## config.mk

```make
export PLATFORM = sky130hd
export DESIGN_NAME = vga_game_top
export DESIGN_NICKNAME = d
export VERILOG_FILES = /design/src/vga_pkg.sv /design/src/vga_game_top.sv /design/src/vga_out_stage.sv /design/src/finish_screen.sv /design/src/screen_regs.sv /design/src/vga_timing.sv
export SDC_FILE = /design/constraint.sdc
export NUM_CORES = 1
export LEC_CHECK = 0
export BUFFER_PORTS_ARGS = -buffer_cell sky130_fd_sc_hd__buf_2
export CAP_MARGIN = 10
export CORE_ASPECT_RATIO = 0.6
export CORE_UTILIZATION = 55
export DETAILED_ROUTE_END_ITERATION = 10
export GPL_TIMING_DRIVEN = 1
export MAX_ROUTING_LAYER = met4
export PLACE_DENSITY_LB_ADDON = 0.2
export SYNTH_ARGS = -nofsm -noshare
export SYNTH_HDL_FRONTEND = slang
export SYNTH_SLANG_ARGS = --single-unit
```

## constraint.sdc

```tcl
create_clock -name clk -period 3.2 [get_ports clk]
set_clock_uncertainty 0.15 [all_clocks]
set_input_delay 0.16 -clock clk [delete_from_list [all_inputs] [get_ports clk]]
set_output_delay 0.16 -clock clk [all_outputs]
set_load 0.01 [all_outputs]
```

## src/vga_pkg.sv

```systemverilog
`default_nettype none

package vga_pkg;

    localparam int COORD_W = 11;

    // 800x600 @ 60 Hz, 40 MHz pixel clock
    localparam logic [COORD_W-1:0] HOR_PIXELS  = 11'd800;
    localparam logic [COORD_W-1:0] VER_PIXELS  = 11'd600;
    localparam logic [COORD_W-1:0] HOR_TOTAL   = 11'd1056;
    localparam logic [COORD_W-1:0] VER_TOTAL   = 11'd628;
    localparam logic [COORD_W-1:0] HSYNC_START = 11'd840;
    localparam logic [COORD_W-1:0] HSYNC_END   = 11'd968;  // exclusive
    localparam logic [COORD_W-1:0] VSYNC_START = 11'd601;
    localparam logic [COORD_W-1:0] VSYNC_END   = 11'd605;  // exclusive

    typedef struct packed {
        logic [COORD_W-1:0] hcount;
        logic [COORD_W-1:0] vcount;
        logic               hsync;
        logic               vsync;
        logic               hblnk;
        logic               vblnk;
        logic [11:0]        rgb;     // r, g, b nibbles
    } vga_sig_t;

    typedef enum logic {
        SCREEN_GAME   = 1'b0,
        SCREEN_FINISH = 1'b1
    } screen_e;

    typedef enum logic [1:0] {
        REG_MODE = 2'd0,  // bit 0 selects screen
        REG_BG   = 2'd1   // 12-bit background colour
    } reg_addr_e;

    localparam logic [11:0] COL_BLACK  = 12'h000;
    localparam logic [11:0] COL_YELLOW = 12'hFF0;
    localparam logic [11:0] COL_RED    = 12'hF00;
    localparam logic [11:0] COL_GREEN  = 12'h0F0;
    localparam logic [11:0] COL_BLUE   = 12'h00F;
    localparam logic [11:0] BG_RESET   = COL_GREEN;

    // x0 and y0 inclusive, x1 and y1 exclusive
    typedef struct packed {
        logic [COORD_W-1:0] x0;
        logic [COORD_W-1:0] x1;
        logic [COORD_W-1:0] y0;
        logic [COORD_W-1:0] y1;
    } rect_t;

    // banner window, all bounds inclusive
    localparam logic [COORD_W-1:0] BANNER_X0 = 11'd161;
    localparam logic [COORD_W-1:0] BANNER_X1 = 11'd649;
    localparam logic [COORD_W-1:0] BANNER_Y0 = 11'd251;
    localparam logic [COORD_W-1:0] BANNER_Y1 = 11'd319;

    localparam int NUM_GLYPHS = 20;

    // strokes of "YOU WIN"
    localparam rect_t GLYPHS [NUM_GLYPHS] = '{
        '{11'd220, 11'd230, 11'd260, 11'd280},  // Y left arm
        '{11'd250, 11'd260, 11'd260, 11'd280},  // Y right arm
        '{11'd235, 11'd245, 11'd280, 11'd310},  // Y stem
        '{11'd275, 11'd285, 11'd260, 11'd310},  // O left
        '{11'd305, 11'd315, 11'd260, 11'd310},  // O right
        '{11'd285, 11'd305, 11'd260, 11'd270},  // O top
        '{11'd285, 11'd305, 11'd300, 11'd310},  // O bottom
        '{11'd330, 11'd340, 11'd260, 11'd310},  // U left
        '{11'd360, 11'd370, 11'd260, 11'd310},  // U right
        '{11'd340, 11'd360, 11'd300, 11'd310},  // U bottom
        '{11'd400, 11'd410, 11'd260, 11'd310},  // W left
        '{11'd430, 11'd440, 11'd260, 11'd310},  // W right
        '{11'd410, 11'd415, 11'd290, 11'd300},  // W left inner
        '{11'd425, 11'd430, 11'd290, 11'd300},  // W right inner
        '{11'd450, 11'd490, 11'd260, 11'd270},  // I top
        '{11'd465, 11'd475, 11'd270, 11'd310},  // I stem
        '{11'd450, 11'd490, 11'd300, 11'd310},  // I bottom
        '{11'd510, 11'd520, 11'd260, 11'd310},  // N left
        '{11'd540, 11'd550, 11'd260, 11'd310},  // N right
        '{11'd520, 11'd540, 11'd270, 11'd280}   // N bar
    };

endpackage

`default_nettype wire
```

## src/vga_game_top.sv

```systemverilog
`default_nettype none
`timescale 1ns/1ps

module vga_game_top (
    input  logic        clk,
    input  logic        rst,
    input  logic        wb_cyc,
    input  logic        wb_stb,
    input  logic        wb_we,
    input  logic [1:0]  wb_adr,
    input  logic [31:0] wb_wdata,
    output logic [31:0] wb_rdata,
    output logic        wb_ack,
    output logic        vga_hsync,
    output logic        vga_vsync,
    output logic [3:0]  vga_r,
    output logic [3:0]  vga_g,
    output logic [3:0]  vga_b
);

    import vga_pkg::*;

    vga_sig_t    raw;  // straight from the counters
    vga_sig_t    pix;  // coloured, not yet blanked
    screen_e     mode;
    logic [11:0] bg_colour;

    vga_timing u_timing (
        .clk (clk),
        .rst (rst),
        .raw (raw)
    );

    screen_regs u_regs (
        .clk       (clk),
        .rst       (rst),
        .wb_cyc    (wb_cyc),
        .wb_stb    (wb_stb),
        .wb_we     (wb_we),
        .wb_adr    (wb_adr),
        .wb_wdata  (wb_wdata),
        .wb_rdata  (wb_rdata),
        .wb_ack    (wb_ack),
        .mode      (mode),
        .bg_colour (bg_colour)
    );

    finish_screen u_screen (
        .clk       (clk),
        .rst       (rst),
        .mode      (mode),
        .bg_colour (bg_colour),
        .vga_in    (raw),
        .vga_out   (pix)
    );

    vga_out_stage u_out (
        .clk       (clk),
        .rst       (rst),
        .pix       (pix),
        .vga_hsync (vga_hsync),
        .vga_vsync (vga_vsync),
        .vga_r     (vga_r),
        .vga_g     (vga_g),
        .vga_b     (vga_b)
    );

endmodule

`default_nettype wire

```

## src/vga_out_stage.sv

```systemverilog
`default_nettype none
`timescale 1ns/1ps

module vga_out_stage (
    input  logic              clk,
    input  logic              rst,
    input  vga_pkg::vga_sig_t pix,
    output logic              vga_hsync,
    output logic              vga_vsync,
    output logic [3:0]        vga_r,
    output logic [3:0]        vga_g,
    output logic [3:0]        vga_b
);

    import vga_pkg::*;

    logic [11:0] rgb_vis;

    // black outside the active area
    assign rgb_vis = (pix.hblnk || pix.vblnk) ? COL_BLACK : pix.rgb;

    always_ff @(posedge clk) begin
        if (rst) begin
            vga_hsync <= 1'b0;
            vga_vsync <= 1'b0;
            vga_r     <= '0;
            vga_g     <= '0;
            vga_b     <= '0;
        end else begin
            vga_hsync <= pix.hsync;
            vga_vsync <= pix.vsync;
            vga_r     <= rgb_vis[11:8];
            vga_g     <= rgb_vis[7:4];
            vga_b     <= rgb_vis[3:0];
        end
    end

endmodule

`default_nettype wire

```

## src/finish_screen.sv

```systemverilog
`default_nettype none
`timescale 1ns/1ps

module finish_screen (
    input  logic              clk,
    input  logic              rst,
    input  vga_pkg::screen_e  mode,
    input  logic [11:0]       bg_colour,
    input  vga_pkg::vga_sig_t vga_in,
    output vga_pkg::vga_sig_t vga_out
);

    import vga_pkg::*;

    logic        frame_start;
    screen_e     mode_q;
    logic [11:0] bg_q;
    screen_e     mode_cur;  // setting in force for this pixel
    logic [11:0] bg_cur;
    logic        in_banner;
    logic [11:0] rgb_nxt;
    vga_sig_t    pix_nxt;

    function automatic logic glyph_hit(
        input logic [COORD_W-1:0] x,
        input logic [COORD_W-1:0] y
    );
        logic hit;
        hit = 1'b0;
        for (int i = 0; i < NUM_GLYPHS; i++) begin
            if (x >= GLYPHS[i].x0 && x < GLYPHS[i].x1 &&
                y >= GLYPHS[i].y0 && y < GLYPHS[i].y1) begin
                hit = 1'b1;
            end
        end
        return hit;
    endfunction

    assign frame_start = (vga_in.hcount == '0) && (vga_in.vcount == '0);

    // the first pixel of a frame already sees the freshly sampled values
    assign mode_cur = frame_start ? mode : mode_q;
    assign bg_cur   = frame_start ? bg_colour : bg_q;

    always_ff @(posedge clk) begin
        if (rst) begin
            mode_q <= SCREEN_GAME;
            bg_q   <= BG_RESET;
        end else if (frame_start) begin
            mode_q <= mode;
            bg_q   <= bg_colour;
        end
    end

    assign in_banner = (vga_in.hcount >= BANNER_X0) && (vga_in.hcount <= BANNER_X1) &&
                       (vga_in.vcount >= BANNER_Y0) && (vga_in.vcount <= BANNER_Y1);

    always_comb begin
        if (mode_cur == SCREEN_GAME) begin
            rgb_nxt = bg_cur;
        end else if (vga_in.vcount == '0) begin
            rgb_nxt = COL_YELLOW;  // top edge
        end else if (vga_in.vcount == VER_PIXELS - 11'd1) begin
            rgb_nxt = COL_RED;  // bottom edge
        end else if (vga_in.hcount == '0) begin
            rgb_nxt = COL_GREEN;  // left edge
        end else if (vga_in.hcount == HOR_PIXELS - 11'd1) begin
            rgb_nxt = COL_BLUE;  // right edge
        end else if (in_banner) begin
            rgb_nxt = glyph_hit(vga_in.hcount, vga_in.vcount) ? COL_BLACK : COL_YELLOW;
        end else begin
            rgb_nxt = bg_cur;
        end
    end

    always_comb begin
        pix_nxt     = vga_in;
        pix_nxt.rgb = rgb_nxt;  // blanking is left to the output stage
    end

    always_ff @(posedge clk) begin
        if (rst) begin
            vga_out <= '0;
        end else begin
            vga_out <= pix_nxt;
        end
    end

endmodule

`default_nettype wire

```

## src/screen_regs.sv

```systemverilog
`default_nettype none
`timescale 1ns/1ps

module screen_regs (
    input  logic             clk,
    input  logic             rst,
    input  logic             wb_cyc,
    input  logic             wb_stb,
    input  logic             wb_we,
    input  logic [1:0]       wb_adr,
    input  logic [31:0]      wb_wdata,
    output logic [31:0]      wb_rdata,
    output logic             wb_ack,
    output vga_pkg::screen_e mode,
    output logic [11:0]      bg_colour
);

    import vga_pkg::*;

    logic        req;      // new access, not yet acked
    logic [31:0] rd_nxt;

    assign req = wb_cyc && wb_stb && !wb_ack;

    always_comb begin
        case (reg_addr_e'(wb_adr))
            REG_MODE: rd_nxt = {31'd0, mode};
            REG_BG:   rd_nxt = {20'd0, bg_colour};
            default:  rd_nxt = '0;  // unmapped
        endcase
    end

    always_ff @(posedge clk) begin
        if (rst) begin
            wb_ack    <= 1'b0;
            mode      <= SCREEN_GAME;
            bg_colour <= BG_RESET;
        end else begin
            wb_ack <= req;  // single-cycle ack
            if (req && wb_we) begin
                case (reg_addr_e'(wb_adr))
                    REG_MODE: mode      <= screen_e'(wb_wdata[0]);
                    REG_BG:   bg_colour <= wb_wdata[11:0];
                    default:  ;  // writes ignored
                endcase
            end
        end
    end

    always_ff @(posedge clk) begin
        if (req) begin
            wb_rdata <= rd_nxt;  // held while ack is high
        end
    end

endmodule

`default_nettype wire

```

## src/vga_timing.sv

```systemverilog
`default_nettype none
`timescale 1ns/1ps

module vga_timing (
    input  logic              clk,
    input  logic              rst,
    output vga_pkg::vga_sig_t raw
);

    import vga_pkg::*;

    logic [COORD_W-1:0] h_nxt;
    logic [COORD_W-1:0] v_nxt;

    always_comb begin
        h_nxt = raw.hcount + 11'd1;
        v_nxt = raw.vcount;
        if (raw.hcount == HOR_TOTAL - 11'd1) begin  // end of line
            h_nxt = '0;
            if (raw.vcount == VER_TOTAL - 11'd1) begin
                v_nxt = '0;  // end of frame
            end else begin
                v_nxt = raw.vcount + 11'd1;
            end
        end
    end

    // flags are derived from the next count so they stay aligned with it
    always_ff @(posedge clk) begin
        if (rst) begin
            raw <= '0;  // (0,0) is active, no sync
        end else begin
            raw.hcount <= h_nxt;
            raw.vcount <= v_nxt;
            raw.hsync  <= (h_nxt >= HSYNC_START) && (h_nxt < HSYNC_END);
            raw.vsync  <= (v_nxt >= VSYNC_START) && (v_nxt < VSYNC_END);
            raw.hblnk  <= (h_nxt >= HOR_PIXELS);
            raw.vblnk  <= (v_nxt >= VER_PIXELS);
            raw.rgb    <= '0;  // colour added downstream
        end
    end

endmodule

`default_nettype wire

```

* Word-level counts from Yosys, hierarchy flattened
Index checks and enable logic that the tools add are counted.
** Word-level totals
- Flip-flop bits (word level) :: 115
- Logic and storage cells :: 198
- Input bits :: 39
- Output and inout port bits :: 47
** Operators by class
- Add/sub/neg operators :: 2
- Order comparisons :: 55
- Mux-type cells :: 39
- Equality and inequality tests :: 5
- Reduce and logical (&&, ||, !) cells :: 75
** Operators with widths (number)
- greater-or-equal comparator 11 x 9 -> 1 bit (second input constant) :: 18
- less-than comparator 11 x 9 -> 1 bit (second input constant) :: 17
- two-way mux 12 bit :: 8
- logical AND 1 bit :: 67
- greater-or-equal comparator 11 x 10 -> 1 bit (second input constant) :: 6
- greater-or-equal comparator 11 x 8 -> 1 bit (second input constant) :: 5
- less-than comparator 11 x 10 -> 1 bit (second input constant) :: 5
- == test 11 x 10 -> 1 bit (second input constant) :: 3
- two-way mux 11 bit :: 3
- two-way mux 1 bit :: 27
- case mux 12 bit (2 select lines) :: 1
- adder 11 x 1 -> 11 bit (second input constant) :: 2
- zero test 11 bit :: 2
- less-than comparator 11 x 8 -> 1 bit (second input constant) :: 2
- == test 11 bit (second input constant) :: 1
- less-or-equal comparator 11 x 10 -> 1 bit (second input constant) :: 1
- less-or-equal comparator 11 x 9 -> 1 bit (second input constant) :: 1
- AND reduction 2 bit :: 2
- == test 2 x 1 -> 1 bit (second input constant) :: 1
- zero test 2 bit :: 1
- OR reduction 2 bit :: 1
- zero test 1 bit :: 1
- logical OR 1 bit :: 1

* Logic depth before layout (Yosys ltp)
- Word-level depth :: 37
- Gate-level depth with buffers :: 11
- Mapped depth without buffers :: 9

* Modules after synthesis
A second synthesis with hierarchy kept.
** Unflattened totals
- Cells, all modules :: 630
- Area, all modules :: 6029.5 um^2
** Modules (own cells, without submodules)
- finish_screen :: cells an instance 303, instances 1, seq. area each 1021.0 um^2, area an instance 2655.0 um^2
- vga_timing :: cells an instance 187, instances 1, seq. area each 520.5 um^2, area an instance 1615.3 um^2
- screen_regs :: cells an instance 109, instances 1, seq. area each 640.6 um^2, area an instance 1265.0 um^2
- vga_out_stage :: cells an instance 31, instances 1, seq. area each 280.3 um^2, area an instance 494.2 um^2

* Worst setup path before layout
Ideal clock, no wire load.
- Path kind :: reg-to-reg
- Start :: reg u_timing.raw[28] (netlist name)
- End :: reg u_screen.vga_out[4] (netlist name)
- Stages on the path, launching flop included :: 12
- Library setup time :: 0.079 ns
- Data required time :: 2.971 ns
- Path buffers :: 2
- Arrival time :: 2.393 ns
- Slack :: 0.578 ns
- Period minus slack after synthesis :: 2.622 ns
- Cells stage by stage :: dfxtp_1 clkbuf_1 clkbuf_1 inv_1 ha_1 nor4_1 nor2_1 a21oi_1 nor4_1 nor4_1 a41oi_1 nor3_1
** On the way
- Longest elaborated chain between the ends :: 37
- Elaborated cells between the ends (all ways) :: 137
- Those cells by class :: order compare (38); eq/ne (1); mux (35); reduce/logical (63)
** Ends and longest elaborated chain
- greater-or-equal comparator 11 x 8 -> 1 bit or less-than comparator 11 x 8 -> 1 bit (tied branches) :: line finish_screen.sv:31 : if (x >= GLYPHS[i].x0 && x < GLYPHS[i].x1 &&
- logical AND 1 bit (2 in series) :: line finish_screen.sv:31
- logical AND 1 bit :: line finish_screen.sv:32 : y >= GLYPHS[i].y0 && y < GLYPHS[i].y1) begin
- two-way mux 1 bit (20 in series) :: line finish_screen.sv:31
- two-way mux 1 bit :: line finish_screen.sv:69 : end else if (in_banner) begin
- two-way mux 1 bit :: line finish_screen.sv:67 : end else if (vga_in.hcount == HOR_PIXELS - 11'd1) begin
- two-way mux 1 bit :: line finish_screen.sv:65 : end else if (vga_in.hcount == '0) begin
- two-way mux 1 bit :: line finish_screen.sv:63 : end else if (vga_in.vcount == VER_PIXELS - 11'd1) begin
- two-way mux 1 bit :: line finish_screen.sv:61 : end else if (vga_in.vcount == '0) begin
- two-way mux 1 bit :: line finish_screen.sv:59 : if (mode_cur == SCREEN_GAME) begin
- two-way mux 12 bit :: line finish_screen.sv:70 : rgb_nxt = glyph_hit(vga_in.hcount, vga_in.vcount) ? COL_BLACK : COL_YELLOW;
- two-way mux 12 bit :: line finish_screen.sv:69
- two-way mux 12 bit :: line finish_screen.sv:67
- two-way mux 12 bit :: line finish_screen.sv:65
- two-way mux 12 bit :: line finish_screen.sv:63
- two-way mux 12 bit :: line finish_screen.sv:61
- two-way mux 12 bit (*) :: line finish_screen.sv:59
- to (signal assigned) :: line finish_screen.sv:85 : vga_out <= pix_nxt;
- to (decl) :: line finish_screen.sv:10 : output vga_pkg::vga_sig_t vga_out
Mark *: on every way between the ends. The rest lies on a longest branch, timed or not. The select of a mux whose other input is x is not followed.
A chain may end at the register's enable or synchronous reset.

* Final worst setup path
- Start :: reg u_timing.raw[17] (netlist name)
- End :: reg u_screen.vga_out[4] (netlist name)
** On the way
- Longest elaborated chain between the ends :: 36
- Elaborated cells between the ends (all ways) :: 91
- Those cells by class :: order compare (11); eq/ne (1); mux (35); reduce/logical (44)
** Ends and longest elaborated chain (line)
- greater-or-equal comparator 11 x 9 -> 1 bit :: finish_screen.sv:32
- logical AND 1 bit :: finish_screen.sv:31
- logical AND 1 bit :: finish_screen.sv:32
- two-way mux 1 bit (20 in series) :: finish_screen.sv:31
- two-way mux 1 bit :: finish_screen.sv:69
- two-way mux 1 bit :: finish_screen.sv:67
- two-way mux 1 bit :: finish_screen.sv:65
- two-way mux 1 bit :: finish_screen.sv:63
- two-way mux 1 bit :: finish_screen.sv:61
- two-way mux 1 bit :: finish_screen.sv:59
- two-way mux 12 bit :: finish_screen.sv:70
- two-way mux 12 bit :: finish_screen.sv:69
- two-way mux 12 bit :: finish_screen.sv:67
- two-way mux 12 bit :: finish_screen.sv:65
- two-way mux 12 bit :: finish_screen.sv:63
- two-way mux 12 bit :: finish_screen.sv:61
- two-way mux 12 bit (*) :: finish_screen.sv:59
Marks and branches as above.

==> reports/results.tsv <==
metric	value	unit
synthFlopType	dfxtp_1	
fmax	357	MHz
rsz0062_at_grt	no	
ys_types	72	
leakagePower	2.27	nW
die_h	75.4	um
antenna_found_initial	0	
cp-end-kind	register	
start_util	0.573	
netlist.area_leader.share	0.337	
clockBufferDepth	2	
synth-edff-count	12	
irDropWorstVdd	345	uV
ys_top_cells_by_area	dfxtp_1 (34%), edfxtp_1 (7.3%), nand2_1 (4.3%), nor2_1 (4.0%), a21oi_1 (3.8%)	
grt_overflow	0	
io_pins	86	
ctsRootBufferMaster	clkbuf_16	
die_width	124	um
slew_viol_final	0	
clk_pin_slew	0.07	ns
grt_pass1_vias	3720	
syn2layout_area_growth	14.5	%
synth_common_cells	dfxtp_1 (83), nand2_1 (57), nor2_1 (53)	
crit_fanout	8	
cts_tree	built	
ys_seq_area_frac	0.410	
drv_cap	0	
routedWlPerCell	16.9	um
async_reset_ff_frac	0	
synth_area	4940	um2
powerDensity	438	nW/um2
cp_slowest_cell	dfxtp_1	
rr_worst_depth	10	
vias	4401	
tightestPinTransition	0.830	ns
drc	0	
diodes	0	
core_area	8620	um2
dieArea	9370	um2
yosysTopAreaCell	dfxtp_1	
cp_cell_sequence	ha_1 > and3_1 > nor2_1 > a2111oi_0 > buf_4 > o221ai_1 > buf_4 > a21oi_1 > nor2b_1 > nor3_1	
cts_resized	0	
slew_headroom	0.445	
arrival	2.91	ns
gp_congestion	0.998	
grt_max_degree	43	
slowest_delay	0.47	ns
postSynthCellCount	582	
min_period	2.80	ns
grt_pass1_wl	19600	um
post-dp-hpwl	9090	um
cts_made_buffers	9	
row_count	26	
setup_viol	0	
tns	0	ns
yosysWarnings	0	
crit_path_frequent_cell	buf_4	
status	complete, no violations	
vias_per_cell	5.88	
holdWs	0.0452	ns
final_nets	675	
yosysMostFrequentCell	dfxtp_1	
drtIter0Drc	406	
finalHoldViolCount	0	
post-route-period-util	0.876	
yosys_register_bits	95	
setup.worst_path.start_class	register	
hold_depth	3	
cts_sinks	95	
required	3.31	ns
final_layout_size_suffix_gt1_frac	0.173	
hp-class	input port to register	
worstSetupPathType	register to register	
grt_use_total	0.277	
final_antenna_net_count	0	
firstDrtPassIters	6	
portBuffers	45	
htree_levels	3	
clock_latency	0.34	ns
avgSynthCellArea	8.48	um2
drt_wl_total	12600	um
-- through the flow --
step | power (W) | setup slack, ns | cells | utilization | instance area, um2
final | 0.00248 | 0.398 | 748 | 0.656 | 5660
after global placement | 0.00143 | 0.513 | 717 | 0.604 | 5210
after floorplan | 0.00139 | 0.578 | 601 | - | 5010
after global routing | 0.00256 | 0.153 | 748 | 0.656 | 5660
after CTS | 0.00249 | 0.417 | 748 | 0.656 | 5660
after detailed placement | 0.00143 | 0.461 | 717 | 0.604 | 5210
-- cell usage in the layout, fill, tap and decap left out, drive strengths merged, types with 3 or more instances in the layout --
cell	netlist	routed
nand3	16	16
xor2	7	7
and3	8	8
or4b	3	3
nor3	23	23
conb	1	20
nand3b	7	7
mux2	3	3
or4	3	3
clkbuf	35	9
buf	31	70
nor2b	17	17
or2	5	5
edfxtp	12	12
and4	4	4
nor3b	4	4
o31ai	4	4
nand2b	7	7
a31oi	8	8
mux2i	13	13
nor4bb	3	3
dlygate4sd3	0	15
inv	11	15
a21boi	3	3
xnor2	7	7
o21a	3	3
o21ai	16	16
ha	5	5
and2	26	26
a21oi	38	38
nor4	17	17
dfxtp	83	83
nand4	6	6
nor2	55	55
o211ai	3	3
nand2	57	57
-- sequential cells by signal, summed over array words and instances (netlist names) --
signal            cells
u_screen.bg_q        12
u_regs.mode           1
u_out.vga_hsync       1
u_out.vga_g           4
u_regs.wb_rdata      12
u_out.vga_r           4
u_regs.wb_ack         1
u_regs.bg_colour     12
u_timing.raw         26
u_out.vga_vsync       1
u_screen.vga_out     16
u_screen.mode_q       1
u_out.vga_b           4
-- worst paths after layout --
| path | from | end | slack [ns] |
|---|---|---|---|
| worst max register to register | u_timing.raw[17]$_SDFF_PP0_ | u_screen.vga_out[4]$_SDFF_PP0_ | 0.40 |
| worst min register to register | u_screen.vga_out[0]$_SDFF_PP0_ | u_out.vga_b[0]$_SDFF_PP0_ | 0.28 |
| worst max-delay path | u_timing.raw[17]$_SDFF_PP0_ | u_screen.vga_out[4]$_SDFF_PP0_ | 0.40 |
| worst min-delay path | wb_adr[0] | u_regs.wb_rdata[0]$_DFFE_PP_ | 0.05 |
-- logic make-up after synthesis --
family	after synthesis	synth area share
other	1	0.000760
AND/OR/NAND/NOR	268	0.298
AO/OA/AOI/OAI	106	0.141
XOR/XNOR	14	0.0248
flip-flops	95	0.410
buffers and inverters	77	0.0801
adder cells (fa/ha/maj)	5	0.0127
multiplexers	16	0.0332
-- power by group --
part / internal, W / switching (W) / leakage, nW
Sequential: 0.00123 / 0.0000169 / 0.785
Combinational: 0.0000750 / 0.000102 / 1.34
Clock: 0.000552 / 0.000505 / 0.143
-- critical path: cells and delay by family (launching register included) --
family / cells / cell delay (ns)
compound gates: 3 / 0.89
fa+ha+maj: 1 / 0.29
buf+inv: 2 / 0.37
flops: 1 / 0.47
simple gates: 4 / 0.54
-- final cells by class --
cell class / instances / area (um2)
fillers: 695 / 2970
multi-input cells: 429 / 2590
flip-flops and latches: 95 / 2020
repair buffers: 85 / 563
clock buffers: 9 / 225
well taps: 112 / 140
clock inverters: 7 / 72.6
inverters: 11 / 41.3
-- routing by layer --
| metal | part of all wire | global-route usage | vias up |
|---|---|---|---|
| li1 | - | - | 2117 |
| met1 | 0.49 | 0.409 | 2057 |
| met2 | 0.40 | 0.373 | 207 |
| met3 | 0.093 | 0.0737 | 20 |
| met4 | 0.0085 | 0.0562 | 0 |
| met5 | 0 | - | - |
-- timing repair --
| item | 4_1_cts | 5_1_grt |
|---|---|---|
| setup buffers | 0 | 0 |
| hold buffers | 15 | 0 |
| endpoints found under the hold margin | 15 | 0 |
(Power assumes the default switching activity.)
